$ cat src/hdl/adpcma_pkg.sv
/* Constants, decoder tables and channel state type for the ADPCM-A playback engine.
   Imported by every RTL module of the engine. */
package adpcma_pkg;

    localparam int num_slots = 6;            // channels per round
    localparam logic [2:0] no_ch = 3'd7;     // idle value on update strobes
    localparam int pcm_w = 16;               // decoder sample width

    // standard ADPCM-A step sizes, 49 entries
    localparam logic [11:0] step_table [0:48] = '{
        12'd16,   12'd17,   12'd19,   12'd21,   12'd23,   12'd25,   12'd28,
        12'd31,   12'd34,   12'd37,   12'd41,   12'd45,   12'd50,   12'd55,
        12'd60,   12'd66,   12'd73,   12'd80,   12'd88,   12'd97,   12'd107,
        12'd118,  12'd130,  12'd143,  12'd157,  12'd173,  12'd190,  12'd209,
        12'd230,  12'd253,  12'd279,  12'd307,  12'd337,  12'd371,  12'd408,
        12'd449,  12'd494,  12'd544,  12'd598,  12'd658,  12'd724,  12'd796,
        12'd876,  12'd963,  12'd1060, 12'd1166, 12'd1282, 12'd1411, 12'd1552
    };

    // step index change, picked by nibble bits 2..0
    localparam logic signed [4:0] index_adj [0:7] = '{
        -5'sd1, -5'sd1, -5'sd1, -5'sd1, 5'sd2, 5'sd5, 5'sd7, 5'sd9
    };

    typedef enum logic {
        ch_idle,
        ch_play
    } ch_state_e;

endpackage

$ cat src/hdl/adpcma_addr_fsm.sv
/* Per-channel play state, start/end registers and byte counter.
   Presents one ROM fetch per step for the channel named by slot. */
module adpcma_addr_fsm (
    input  logic        clk,
    input  logic        rst_n,
    input  logic        cen,
    input  logic [2:0]  slot,
    input  logic        key_on,
    input  logic        key_off,
    input  logic        st_wr,
    input  logic        end_wr,
    input  logic [11:0] addr_in,
    output logic [19:0] addr,
    output logic        nibble_sel,
    output logic        roe_n,
    output logic        dec_reset
);
    import adpcma_pkg::*;

    ch_state_e   state_r [num_slots];
    logic [11:0] start_r [num_slots];   // 256-byte units
    logic [11:0] end_r   [num_slots];
    logic [19:0] cnt_r   [num_slots];   // byte address counter
    logic        phase_r [num_slots];   // 0 high nibble, 1 low nibble

    logic playing;
    logic past_end;
    logic fetch;

    assign playing  = (state_r[slot] == ch_play);
    assign past_end = playing && (cnt_r[slot] > {end_r[slot], 8'hff});
    assign fetch    = playing && !key_on && !key_off && !past_end;

    always_ff @(posedge clk or negedge rst_n) begin
        if (!rst_n) begin
            for (int i = 0; i < num_slots; i++) begin
                state_r[i] <= ch_idle;
            end
            addr       <= 20'd0;
            nibble_sel <= 1'b0;
            roe_n      <= 1'b1;
            dec_reset  <= 1'b0;
        end else if (cen) begin
            dec_reset <= key_on;                        // predictor clear rides the pipe
            roe_n     <= 1'b1;                          // no fetch unless playing
            if (key_on) begin
                state_r[slot] <= ch_play;
            end else if (key_off || past_end) begin
                state_r[slot] <= ch_idle;
            end else if (fetch) begin
                addr       <= cnt_r[slot];
                nibble_sel <= ~phase_r[slot];           // high nibble first
                roe_n      <= 1'b0;
            end
        end
    end

    always_ff @(posedge clk) begin
        if (cen) begin
            if (st_wr)  start_r[slot] <= addr_in;
            if (end_wr) end_r[slot]   <= addr_in;
            if (key_on) begin
                cnt_r[slot]   <= {start_r[slot], 8'h00};
                phase_r[slot] <= 1'b0;
            end else if (fetch) begin
                phase_r[slot] <= ~phase_r[slot];
                if (phase_r[slot]) cnt_r[slot] <= cnt_r[slot] + 20'd1;  // after low nibble
            end
        end
    end

endmodule

$ cat src/hdl/adpcma_decoder.sv
/* ADPCM-A nibble decoder, time-multiplexed over six channels.
   Keeps predictor and step index per channel, one update per step. */
module adpcma_decoder (
    input  logic                                 clk,
    input  logic                                 rst_n,
    input  logic                                 cen,
    input  logic [3:0]                           nibble,
    input  logic                                 nib_valid,
    input  logic                                 dec_reset_in,
    input  logic [2:0]                           slot_in,
    output logic signed [adpcma_pkg::pcm_w-1:0] pcm,
    output logic [2:0]                           slot_out
);
    import adpcma_pkg::*;

    logic signed [15:0] acc_r [num_slots];   // predictor, kept within +-2047
    logic [5:0]         idx_r [num_slots];   // step index 0..48

    logic [11:0]        step;
    logic [12:0]        delta;
    logic signed [16:0] acc_sum;
    logic signed [15:0] acc_sat;
    logic signed [6:0]  idx_sum;
    logic [5:0]         idx_new;

    always_comb begin
        step  = step_table[idx_r[slot_in]];
        delta = 13'(step >> 3);
        if (nibble[2]) delta = delta + 13'(step);
        if (nibble[1]) delta = delta + 13'(step >> 1);
        if (nibble[0]) delta = delta + 13'(step >> 2);

        acc_sum = nibble[3] ? acc_r[slot_in] - $signed({4'd0, delta})
                            : acc_r[slot_in] + $signed({4'd0, delta});
        if (acc_sum > 17'sd2047)       acc_sat = 16'sd2047;
        else if (acc_sum < -17'sd2047) acc_sat = -16'sd2047;
        else                           acc_sat = acc_sum[15:0];

        idx_sum = $signed({1'b0, idx_r[slot_in]}) + index_adj[nibble[2:0]];
        if (idx_sum < 7'sd0)       idx_new = 6'd0;
        else if (idx_sum > 7'sd48) idx_new = 6'd48;
        else                       idx_new = idx_sum[5:0];
    end

    always_ff @(posedge clk or negedge rst_n) begin
        if (!rst_n) begin
            for (int i = 0; i < num_slots; i++) begin
                acc_r[i] <= 16'sd0;
                idx_r[i] <= 6'd0;
            end
            pcm      <= '0;
            slot_out <= 3'd0;
        end else if (cen) begin
            slot_out <= slot_in;
            pcm      <= '0;                       // idle or reset slot is silent
            if (dec_reset_in) begin
                acc_r[slot_in] <= 16'sd0;
                idx_r[slot_in] <= 6'd0;
            end else if (nib_valid) begin
                acc_r[slot_in] <= acc_sat;
                idx_r[slot_in] <= idx_new;
                pcm            <= acc_sat <<< 4;  // 12-bit to 16-bit scale
            end
        end
    end

endmodule

$ cat src/hdl/adpcma_drv.sv
/* Top level of the six-channel ADPCM-A playback engine.
   Latches the ROM nibble and chains timer, address FSM, decoder, gain and mixer. */
module adpcma_drv (
    input  logic                                 clk,
    input  logic                                 rst_n,
    input  logic                                 cen,
    input  logic                                 aon_up,
    input  logic [7:0]                           aon_cmd,
    input  logic [5:0]                           atl,
    input  logic [7:0]                           lracl_in,
    input  logic [11:0]                          addr_in,
    input  logic [2:0]                           up_lracl,
    input  logic [2:0]                           up_start,
    input  logic [2:0]                           up_end,
    input  logic [7:0]                           datain,
    output logic [19:0]                          addr,
    output logic                                 roe_n,
    output logic signed [adpcma_pkg::pcm_w-1:0] pcm_l,
    output logic signed [adpcma_pkg::pcm_w-1:0] pcm_r
);
    import adpcma_pkg::*;

    logic [2:0] slot;
    logic       key_on, key_off, st_wr, end_wr;
    logic       nibble_sel, dec_reset;

    logic [2:0] fetch_slot;       // slot tag aligned with addr
    logic [3:0] nibble;
    logic       nib_valid;
    logic       nib_rst;
    logic [2:0] nib_slot;

    logic signed [pcm_w-1:0] pcm_dec, gain_l, gain_r;
    logic [2:0]              dec_slot, gain_slot;

    always_ff @(posedge clk or negedge rst_n) begin
        if (!rst_n) begin
            fetch_slot <= 3'd0;
            nibble     <= 4'd0;
            nib_valid  <= 1'b0;
            nib_rst    <= 1'b0;
            nib_slot   <= 3'd0;
        end else if (cen) begin
            fetch_slot <= slot;
            nib_valid  <= ~roe_n;
            nibble     <= roe_n ? 4'd0 : (nibble_sel ? datain[7:4] : datain[3:0]);
            nib_rst    <= dec_reset;
            nib_slot   <= fetch_slot;
        end
    end

    adpcma_slot_timer u_timer (
        .clk(clk), .rst_n(rst_n), .cen(cen),
        .aon_up(aon_up), .aon_cmd(aon_cmd),
        .up_start(up_start), .up_end(up_end),
        .slot(slot), .key_on(key_on), .key_off(key_off),
        .st_wr(st_wr), .end_wr(end_wr)
    );

    adpcma_addr_fsm u_fsm (
        .clk(clk), .rst_n(rst_n), .cen(cen), .slot(slot),
        .key_on(key_on), .key_off(key_off), .st_wr(st_wr), .end_wr(end_wr),
        .addr_in(addr_in), .addr(addr), .nibble_sel(nibble_sel),
        .roe_n(roe_n), .dec_reset(dec_reset)
    );

    adpcma_decoder u_decoder (
        .clk(clk), .rst_n(rst_n), .cen(cen),
        .nibble(nibble), .nib_valid(nib_valid), .dec_reset_in(nib_rst),
        .slot_in(nib_slot), .pcm(pcm_dec), .slot_out(dec_slot)
    );

    adpcma_gain u_gain (
        .clk(clk), .rst_n(rst_n), .cen(cen),
        .atl(atl), .lracl_in(lracl_in), .up_lracl(up_lracl),
        .pcm_in(pcm_dec), .slot_in(dec_slot),
        .pcm_l(gain_l), .pcm_r(gain_r), .slot_out(gain_slot)
    );

    adpcma_mix u_mix (
        .clk(clk), .rst_n(rst_n), .cen(cen),
        .pcm_l_in(gain_l), .pcm_r_in(gain_r), .slot_in(gain_slot),
        .pcm_l(pcm_l), .pcm_r(pcm_r)
    );

endmodule

$ cat src/hdl/adpcma_gain.sv
/* Per-channel pan/level bytes, total-level scaling and left/right routing.
   One decoded sample in, one stereo pair out per step. */
module adpcma_gain (
    input  logic                                 clk,
    input  logic                                 rst_n,
    input  logic                                 cen,
    input  logic [5:0]                           atl,
    input  logic [7:0]                           lracl_in,
    input  logic [2:0]                           up_lracl,
    input  logic signed [adpcma_pkg::pcm_w-1:0] pcm_in,
    input  logic [2:0]                           slot_in,
    output logic signed [adpcma_pkg::pcm_w-1:0] pcm_l,
    output logic signed [adpcma_pkg::pcm_w-1:0] pcm_r,
    output logic [2:0]                           slot_out
);
    import adpcma_pkg::*;

    logic [7:0]         lracl_r [num_slots];   // bit7 left, bit6 right, 4..0 level
    logic [7:0]         cur;
    logic signed [7:0]  atl_f;                 // atl + 1, up to 64
    logic signed [6:0]  lvl_f;                 // level + 1, up to 32
    logic signed [29:0] prod;
    logic signed [29:0] scaled;

    assign cur    = lracl_r[slot_in];
    assign atl_f  = $signed({2'b00, atl}) + 8'sd1;
    assign lvl_f  = $signed({2'b00, cur[4:0]}) + 7'sd1;
    assign prod   = pcm_in * atl_f * lvl_f;
    assign scaled = prod >>> 11;               // full scale back to 16 bits

    always_ff @(posedge clk or negedge rst_n) begin
        if (!rst_n) begin
            for (int i = 0; i < num_slots; i++) begin
                lracl_r[i] <= 8'd0;
            end
            pcm_l    <= '0;
            pcm_r    <= '0;
            slot_out <= 3'd0;
        end else if (cen) begin
            if (up_lracl == slot_in) lracl_r[slot_in] <= lracl_in;   // takes effect next round
            pcm_l    <= cur[7] ? scaled[15:0] : '0;
            pcm_r    <= cur[6] ? scaled[15:0] : '0;
            slot_out <= slot_in;
        end
    end

endmodule

$ cat src/hdl/adpcma_mix.sv
/* Stereo round mixer: sums the six slot samples per side.
   Saturated total is output on the slot-5 sample and held for a round. */
module adpcma_mix (
    input  logic                                 clk,
    input  logic                                 rst_n,
    input  logic                                 cen,
    input  logic signed [adpcma_pkg::pcm_w-1:0] pcm_l_in,
    input  logic signed [adpcma_pkg::pcm_w-1:0] pcm_r_in,
    input  logic [2:0]                           slot_in,
    output logic signed [adpcma_pkg::pcm_w-1:0] pcm_l,
    output logic signed [adpcma_pkg::pcm_w-1:0] pcm_r
);
    import adpcma_pkg::*;

    logic signed [18:0] acc_l, acc_r;     // six 16-bit samples need 19 bits
    logic signed [18:0] sum_l, sum_r;
    logic               round_end;

    assign sum_l     = acc_l + pcm_l_in;
    assign sum_r     = acc_r + pcm_r_in;
    assign round_end = (slot_in == 3'(num_slots - 1));

    function automatic logic signed [15:0] sat16(input logic signed [18:0] v);
        if (v > 19'sd32767)       return 16'sh7fff;
        else if (v < -19'sd32768) return 16'sh8000;
        else                      return v[15:0];
    endfunction

    always_ff @(posedge clk or negedge rst_n) begin
        if (!rst_n) begin
            acc_l <= 19'sd0;
            acc_r <= 19'sd0;
            pcm_l <= '0;
            pcm_r <= '0;
        end else if (cen) begin
            if (round_end) begin
                pcm_l <= sat16(sum_l);    // includes the slot 5 sample
                pcm_r <= sat16(sum_r);
                acc_l <= 19'sd0;
                acc_r <= 19'sd0;
            end else begin
                acc_l <= sum_l;
                acc_r <= sum_r;
            end
        end
    end

endmodule

$ cat src/hdl/adpcma_slot_timer.sv
/* Slot counter plus key-on/key-off rings and start/end write strobes.
   Each command comes out in the step whose slot equals its channel. */
module adpcma_slot_timer (
    input  logic       clk,
    input  logic       rst_n,
    input  logic       cen,
    input  logic       aon_up,
    input  logic [7:0] aon_cmd,
    input  logic [2:0] up_start,
    input  logic [2:0] up_end,
    output logic [2:0] slot,
    output logic       key_on,
    output logic       key_off,
    output logic       st_wr,
    output logic       end_wr
);
    import adpcma_pkg::*;

    logic [5:0] pend_mask;        // key mask waiting for round end
    logic       pend_off;         // aon_cmd bit 7, off when set
    logic [5:0] on_ring;
    logic [5:0] off_ring;
    logic       last_slot;

    assign last_slot = (slot == 3'(num_slots - 1));

    always_ff @(posedge clk or negedge rst_n) begin
        if (!rst_n) begin
            slot      <= 3'd0;
            pend_mask <= 6'd0;
            pend_off  <= 1'b0;
            on_ring   <= 6'd0;
            off_ring  <= 6'd0;
        end else begin
            if (cen) begin
                slot     <= last_slot ? 3'd0 : slot + 3'd1;
                on_ring  <= {1'b0, on_ring[5:1]};    // bit 0 tracks current slot
                off_ring <= {1'b0, off_ring[5:1]};
                if (last_slot) begin
                    if (pend_off) off_ring <= pend_mask;
                    else          on_ring  <= pend_mask;
                    pend_mask <= 6'd0;               // one-shot per command
                end
            end
            if (aon_up) begin                        // new command wins over the clear
                pend_mask <= aon_cmd[5:0];
                pend_off  <= aon_cmd[7];
            end
        end
    end

    assign key_on  = on_ring[0];
    assign key_off = off_ring[0];
    assign st_wr   = (up_start != no_ch) && (up_start == slot);
    assign end_wr  = (up_end != no_ch) && (up_end == slot);

endmodule

$ cat config.mk
export PLATFORM = sky130hd
export DESIGN_NAME = adpcma_drv
export DESIGN_NICKNAME = d
export VERILOG_FILES = /design/src/hdl/adpcma_pkg.sv /design/src/hdl/adpcma_addr_fsm.sv /design/src/hdl/adpcma_decoder.sv /design/src/hdl/adpcma_drv.sv /design/src/hdl/adpcma_gain.sv /design/src/hdl/adpcma_mix.sv /design/src/hdl/adpcma_slot_timer.sv
export SDC_FILE = /design/constraint.sdc
export NUM_CORES = 2
export LEC_CHECK = 0
export ABC_AREA = 1
export BUFFER_PORTS_ARGS = -buffer_cell sky130_fd_sc_hd__buf_2
export CAP_MARGIN = 20
export CELL_PAD_IN_SITES_DETAIL_PLACEMENT = 0
export CELL_PAD_IN_SITES_GLOBAL_PLACEMENT = 2
export CORE_MARGIN = 2
export CORE_UTILIZATION = 43
export DETAILED_ROUTE_END_ITERATION = 16
export HOLD_SLACK_MARGIN = 0.02
export PLACE_DENSITY_LB_ADDON = 0.1
export SLEW_MARGIN = 20
export SYNTH_ARGS = -nofsm -noshare
export SYNTH_HDL_FRONTEND = slang
export SYNTH_SLANG_ARGS = --single-unit
export TNS_END_PERCENT = 1
$ cat constraint.sdc
create_clock -name clk -period 23.7 [get_ports clk]
set_clock_uncertainty 0.2 [all_clocks]
set_input_delay 2.37 -clock clk [delete_from_list [all_inputs] [get_ports clk]]
set_output_delay 2.37 -clock clk [all_outputs]
set_load 0.01 [all_outputs]
Word-level counts from Yosys, hierarchy flattened
Memory sizes are Yosys's and may differ from the RTL's.
Cells that the tools add are included.
{"block": "word_totals", "memories": 6, "ff_bits": 367, "output_inout_bits": 53, "word_cells": 216, "input_bits": 55, "ram_bits": 270, "rom_bits": 808}
{"block": "op_classes", "eq_ne": 7, "reduce_logical": 23, "n_bitwise": 18, "mux": 84, "mul": 2, "magnitude_cmp": 17, "add_sub_neg": 12}
{"memory": "(name not given)", "depth": 64, "width": 12, "read_ports": 1, "rd_clocked_by_memory_dff": 0, "wr": 0, "line_no": "adpcma_decoder.sv:27", "rtl": "step = step_table[idx_r[slot_in]];"}
{"memory": "u_fsm.cnt_r", "depth": 6, "width": 20, "read_ports": 1, "rd_clocked_by_memory_dff": 0, "wr": 1, "line_no": "adpcma_addr_fsm.sv:23", "rtl": "logic [19:0] cnt_r [num_slots];"}
{"memory": "u_fsm.end_r", "depth": 6, "width": 12, "read_ports": 1, "rd_clocked_by_memory_dff": 0, "wr": 1, "line_no": "adpcma_addr_fsm.sv:22", "rtl": "logic [11:0] end_r [num_slots];"}
{"memory": "u_fsm.start_r", "depth": 6, "width": 12, "read_ports": 1, "rd_clocked_by_memory_dff": 0, "wr": 1, "line_no": "adpcma_addr_fsm.sv:21", "rtl": "logic [11:0] start_r [num_slots];"}
{"memory": "(name not given)", "depth": 8, "width": 5, "read_ports": 1, "rd_clocked_by_memory_dff": 0, "wr": 0, "line_no": "adpcma_decoder.sv:39", "rtl": "idx_sum = $signed({1'b0, idx_r[slot_in]}) + index_adj[nibble[2:0]];"}
{"memory": "u_fsm.phase_r", "depth": 6, "width": 1, "read_ports": 1, "rd_clocked_by_memory_dff": 0, "wr": 1, "line_no": "adpcma_addr_fsm.sv:24", "rtl": "logic phase_r [num_slots];"}
{"operator": "two-way mux 16 bit", "count": 13}
{"operator": "two-way mux 96 bit", "count": 2}
{"operator": "AND 96 bit", "count": 1}
{"operator": "bitwise mux 96 bit", "count": 1}
{"operator": "NOT 96 bit", "count": 1}
{"operator": "two-way mux 6 bit", "count": 14}
{"operator": "two-way mux 36 bit", "count": 2}
{"operator": "binary-select mux 16 bit (select 3 bit)", "count": 1}
{"operator": "bitwise mux 48 bit", "count": 1}
{"operator": "demux 16 bit (select 3 bit)", "count": 1}
{"operator": "two-way mux 13 bit", "count": 3}
{"operator": "adder 19 x 16 -> 19 bit", "count": 2}
{"operator": "greater-than comparator 19 x 16 -> 1 bit (second input constant)", "count": 2}
{"operator": "< comparator 19 x 16 -> 1 bit (second input constant)", "count": 2}
{"operator": "two-way mux 19 bit", "count": 2}
{"operator": "AND 36 bit", "count": 1}
{"operator": "bitwise mux 36 bit", "count": 1}
{"operator": "NOT 36 bit", "count": 1}
{"operator": "multiplier 30 x 7 -> 27 bit", "count": 1}
{"operator": "two-way mux 1 bit", "count": 25}
{"operator": "binary-select mux 8 bit (select 3 bit)", "count": 1}
{"operator": "demux 8 bit (select 3 bit)", "count": 1}
{"operator": "multiplier 16 x 8 -> 24 bit", "count": 1}
{"operator": "two-way mux 12 bit", "count": 2}
{"operator": "other kinds (44)", "count": 81}

Logic depth before layout (Yosys ltp)
{"block": "depth", "depth_word": 22, "ltp_mapped": 65, "mapped_depth_nobuf": 64}

Cells and area by module
Synthesis repeated with hierarchy kept, for this count alone.
{"block": "unflattened", "cells_unflattened": 5096, "hier_area_um2": 42766.0}
{"mod": "adpcma_addr_fsm", "instances": 1, "seq_area_each_um2": 8834.7, "cells_each": 1110, "area_per_inst_um2": 12728.5}
{"mod": "adpcma_gain", "instances": 1, "seq_area_each_um2": 1926.8, "cells_each": 1570, "area_per_inst_um2": 12095.4}
{"mod": "adpcma_decoder", "instances": 1, "seq_area_each_um2": 3678.5, "cells_each": 1496, "area_per_inst_um2": 11040.6}
{"mod": "adpcma_mix", "instances": 1, "seq_area_each_um2": 1751.7, "cells_each": 674, "area_per_inst_um2": 5118.7}
{"mod": "adpcma_slot_timer", "instances": 1, "seq_area_each_um2": 550.5, "cells_each": 181, "area_per_inst_um2": 1253.7}
{"mod": "adpcma_drv", "instances": 1, "seq_area_each_um2": 300.3, "cells_each": 65, "area_per_inst_um2": 529.3}

Worst setup path after synthesis
No wires, ideal clock.
{"block": "synth_timing", "path_type": "input to register", "start": "in atl[0]", "end": "reg u_gain.pcm_l[15] (netlist bit)", "setup_slack_ns": 13.049, "path_buffers": 1, "arrival_ns": 10.333, "stages": 44, "t_required_ns": 23.382, "setup_ns": 0.118, "cell_sequence": "ha_1 nand3_1 nor2_1 inv_1 nand2_1 clkbuf_1 nor2_1 fa_1 fa_1 inv_1 fa_1 fa_1 inv_1 ha_1 nand3_1 nand3_1 nand2_1 nand2_1 [8 not listed] xnor2_1 nand2_1 fa_1 inv_1 fa_1 fa_1 fa_1 ha_1 a21oi_1 o21bai_1 a21oi_1 o21ai_0 a21oi_1 nand3_1 nand2_1 nand3_1 nand3_1 nand2_1"}
{"block": "synth_via", "elab_chain_len": 4}
{"element": "from (decl)", "line_no": "adpcma_drv.sv:9", "rtl": "input logic [5:0] atl,"}
{"element": "adder 6 x 1 -> 7 bit", "line_no": "adpcma_gain.sv:26", "rtl": "assign atl_f = $signed({2'b00, atl}) + 8'sd1;"}
{"element": "multiplier 16 x 8 -> 24 bit", "line_no": "adpcma_gain.sv:28", "rtl": "assign prod = pcm_in * atl_f * lvl_f;"}
{"element": "multiplier 30 x 7 -> 27 bit", "line_no": "adpcma_gain.sv:28"}
{"element": "two-way mux 16 bit", "line_no": "adpcma_gain.sv:41", "rtl": "pcm_l <= cur[7] ? scaled[15:0] : '0;"}
{"element": "to (signal assigned)", "line_no": "adpcma_gain.sv:41"}
{"element": "to (decl)", "line_no": "adpcma_gain.sv:12", "rtl": "output logic signed [adpcma_pkg::pcm_w-1:0] pcm_l,"}
No other way between the ends.
A chain may end at the register's enable or synchronous reset.

Worst setup path in the final report
Ends and elaborated chain as after synthesis.

==> flow_summary.ini <==
[clock_tree]
clk_pin_slew_ps = 60
hold_buffers = 0
cts_resized = 0
cts_tree = yes
clkSinkCount = 627
clk_latency_ps = 640
cts_root_buf = clkbuf_16
htreeDepth = 3
postCtsSetupBuffers = 0
cts-buffers-inserted = 72
cts_buffer_depth = 3

[finish]
instances_no_fill = 5532
mostFrequentLayoutCells = nand2_1 (1062), inv_1 (514), nor2_1 (382)
final_common_cell = nand2_1
drive_above_1_share_pct = 8.229
syn2layout_area_growth_pct = 10.76
nNetsFinal = 4714

[grt]
grt_pass1_vias = 28870
grt_util_all_layers_pct = 23.48
grt_pass1_wl_um = 166700
antenna_found_initial = 12
overflow = 0
grt_max_degree = 99

[setup_path]
arrival_ps = 11320
start_kind = primary input
crit_path_end = u_gain.pcm_l[15]$_DFFE_PN0P_
critPathTopFamily = adder cells
r2r-end = u_decoder.pcm[11]$_DFFE_PN0P_
reg2reg_depth = 56
cpMostUsedCell = nand2_1
r2r_start = nib_slot[1]$_DFFE_PN0P_
rrSetupSlack_ps = 12860
cp_max_fo = 11
crit_path_end_kind = flop
cpMaxStageDelayCell = fa_1
critical_path_class = in2reg
crit_start = atl[0]
critPathMaxStageDelay_ps = 580
worstPathRequired_ps = 24010
critPathBufInv = 5
cp_num_cells = 42

[detailed_routing]
drt_iter0_markers = 1878
wl_per_cell_um = 18.79
via_count = 28680
viasPerCell = 5.184
ant_nets = 0
firstDrtPassIters = 5
remaining_drc_errors = 0
drt_wl_total_um = 103900

[sta]
finalMaxSlewViolations = 0
max_slew_margin_pct = 27.06
fin_tns_setup_ps = 0
fin_crit_ps = 11010
finalSetupViolCount = 0
holdWs_ps = 269.0
rsz0062_at_grt = false
hold_viol = 0
worst_pin_slew_ps = 1091
period_share_pct = 46.47
fmax_mhz = 90.80

[synth]
synth_adder_area_share_pct = 14.02
avgSynthCellArea_um2 = 8.908
synth-edff-count = 270
yosysUniqueCellTypes = 66
syn_area_um2 = 37820
synth_top_family_by_area = simple AND/OR/NAND/NOR gates
synthSimpleGateAreaFrac_pct = 19.17
synthCells = 4245
yosysWarnings = 0
synthArstFlopShare_pct = 56.94
synthXorXnorAreaFrac_pct = 2.895
ys_seq_elements = 627
synth-compound-area-share_pct = 11.60
synth_seq_area_share_pct = 45.07
ys.flop_type = dfrtp_1
synth_mux_area_share_pct = 0.2978
syn-num-nets = 4638

[placement]
dp_hpwl_um = 72040
place_congestion = 0.8048
dp.cells = 5402
port_buffers = 105

[run_status]
status = finished, final reports clean

[run]
maxCapViolations = 0

[floorplanning]
core_area_um2 = 87020
ios = 108
start_util_pct = 43.45
die_h_um = 300.6
fp-row-count = 108
dieWidth_um = 300.6
die_area_um2 = 90330

[worst_hold_path]
min_path_type = reg2reg
-- per-layer routing --
metal	up-vias	part of all wire (%)	GRT usage [%]
li1	14150	-	-
met1	13880	48	34.48
met2	500	46	37.51
met3	136	3.9	2.727
met4	10	1.9	4.928
met5	-	0.067	0
-- metrics by stage --
stage	cell area (µm²)	setup slack, ps	utilization (%)
after CTS	41870	12630	48.11
final	41880	12690	48.13
after floorplan	37820	13050	-
after detailed placement	39520	12000	45.41
after global routing	41880	11870	48.13
after global placement	39510	11970	45.40
-- flip-flops by register name, indices dropped and copies added, names as in the netlist, 19 cells and up, named ones only --
signal	count
u_fsm.start_r	72
u_fsm.end_r	72
u_mix.acc_r	19
u_gain.lracl_r	42
u_decoder.idx_r	36
u_fsm.addr	20
u_fsm.cnt_r	120
u_mix.acc_l	19
u_decoder.acc_r	96
-- tightest hold or removal path, stage by stage, from the launching register on --
cell	delay (ps)
dfrtp_1	340
nand2_1	50
nand2_1	50
-- worst min-delay path by stage --
stage | from | end | cells past startpoint | slack, ps
floorplan | fetch_slot[0]$_DFFE_PN0P_ | fetch_slot[0]$_DFFE_PN0P_ | 2 | 240
global placement | fetch_slot[0]$_DFFE_PN0P_ | fetch_slot[0]$_DFFE_PN0P_ | 2 | 250
detailed placement | u_fsm.addr[1]$_DFFE_PN0P_ | u_fsm.addr[1]$_DFFE_PN0P_ | 2 | 260
CTS | u_fsm.addr[1]$_DFFE_PN0P_ | u_fsm.addr[1]$_DFFE_PN0P_ | 2 | 270
global route | u_fsm.addr[1]$_DFFE_PN0P_ | u_fsm.addr[1]$_DFFE_PN0P_ | 2 | 290
finish | u_fsm.addr[1]$_DFFE_PN0P_ | u_fsm.addr[1]$_DFFE_PN0P_ | 2 | 270
-- final cells by class --
type | instances | area [µm²]
antenna | 2 | 5.005
clock buffer | 109 | 2135
clock inverter | 19 | 212.7
fill | 8523 | 45140
inverter | 539 | 2026
multi-input combinational | 2938 | 18190
sequential | 627 | 17050
tap | 1155 | 1445
timing repair buffer | 143 | 824.5
-- Yosys cell counts (20+ instances only) --
master	count	area [µm²]
nand2_1	1062	3986
inv_1	514	1929
nor2_1	392	1471
dfrtp_1	356	8909
o21ai_0	277	1386
edfxtp_1	270	8108
ha_1	195	2440
nand3_1	176	880.8
a21oi_1	148	740.7
fa_1	143	2863
clkbuf_1	94	352.8
xor2_1	84	735.7
xnor2_1	41	359.1
a2bb2oi_1	37	324.1
a221oi_1	36	315.3
o22ai_1	35	219.0
a22oi_1	30	225.2
a22o_1	26	227.7
nor3_1	26	130.1
or2_2	24	150.1
nand4_1	23	143.9
buf_1	20	75.07
-- cell families (layout without fill, tap and decap cells) --
family | Yosys count | after routing
other | 0 | 2
XOR/XNOR | 125 | 125
buffers and inverters | 680 | 810
adder cells (fa/ha/maj) | 338 | 338
flip-flops | 627 | 627
AO/OA/AOI/OAI | 708 | 708
AND/OR/NAND/NOR | 1757 | 1757
multiplexers | 10 | 10
Power is not shown: default switching activity piles up to over one toggle a cycle in this logic, so the estimate is an artifact.
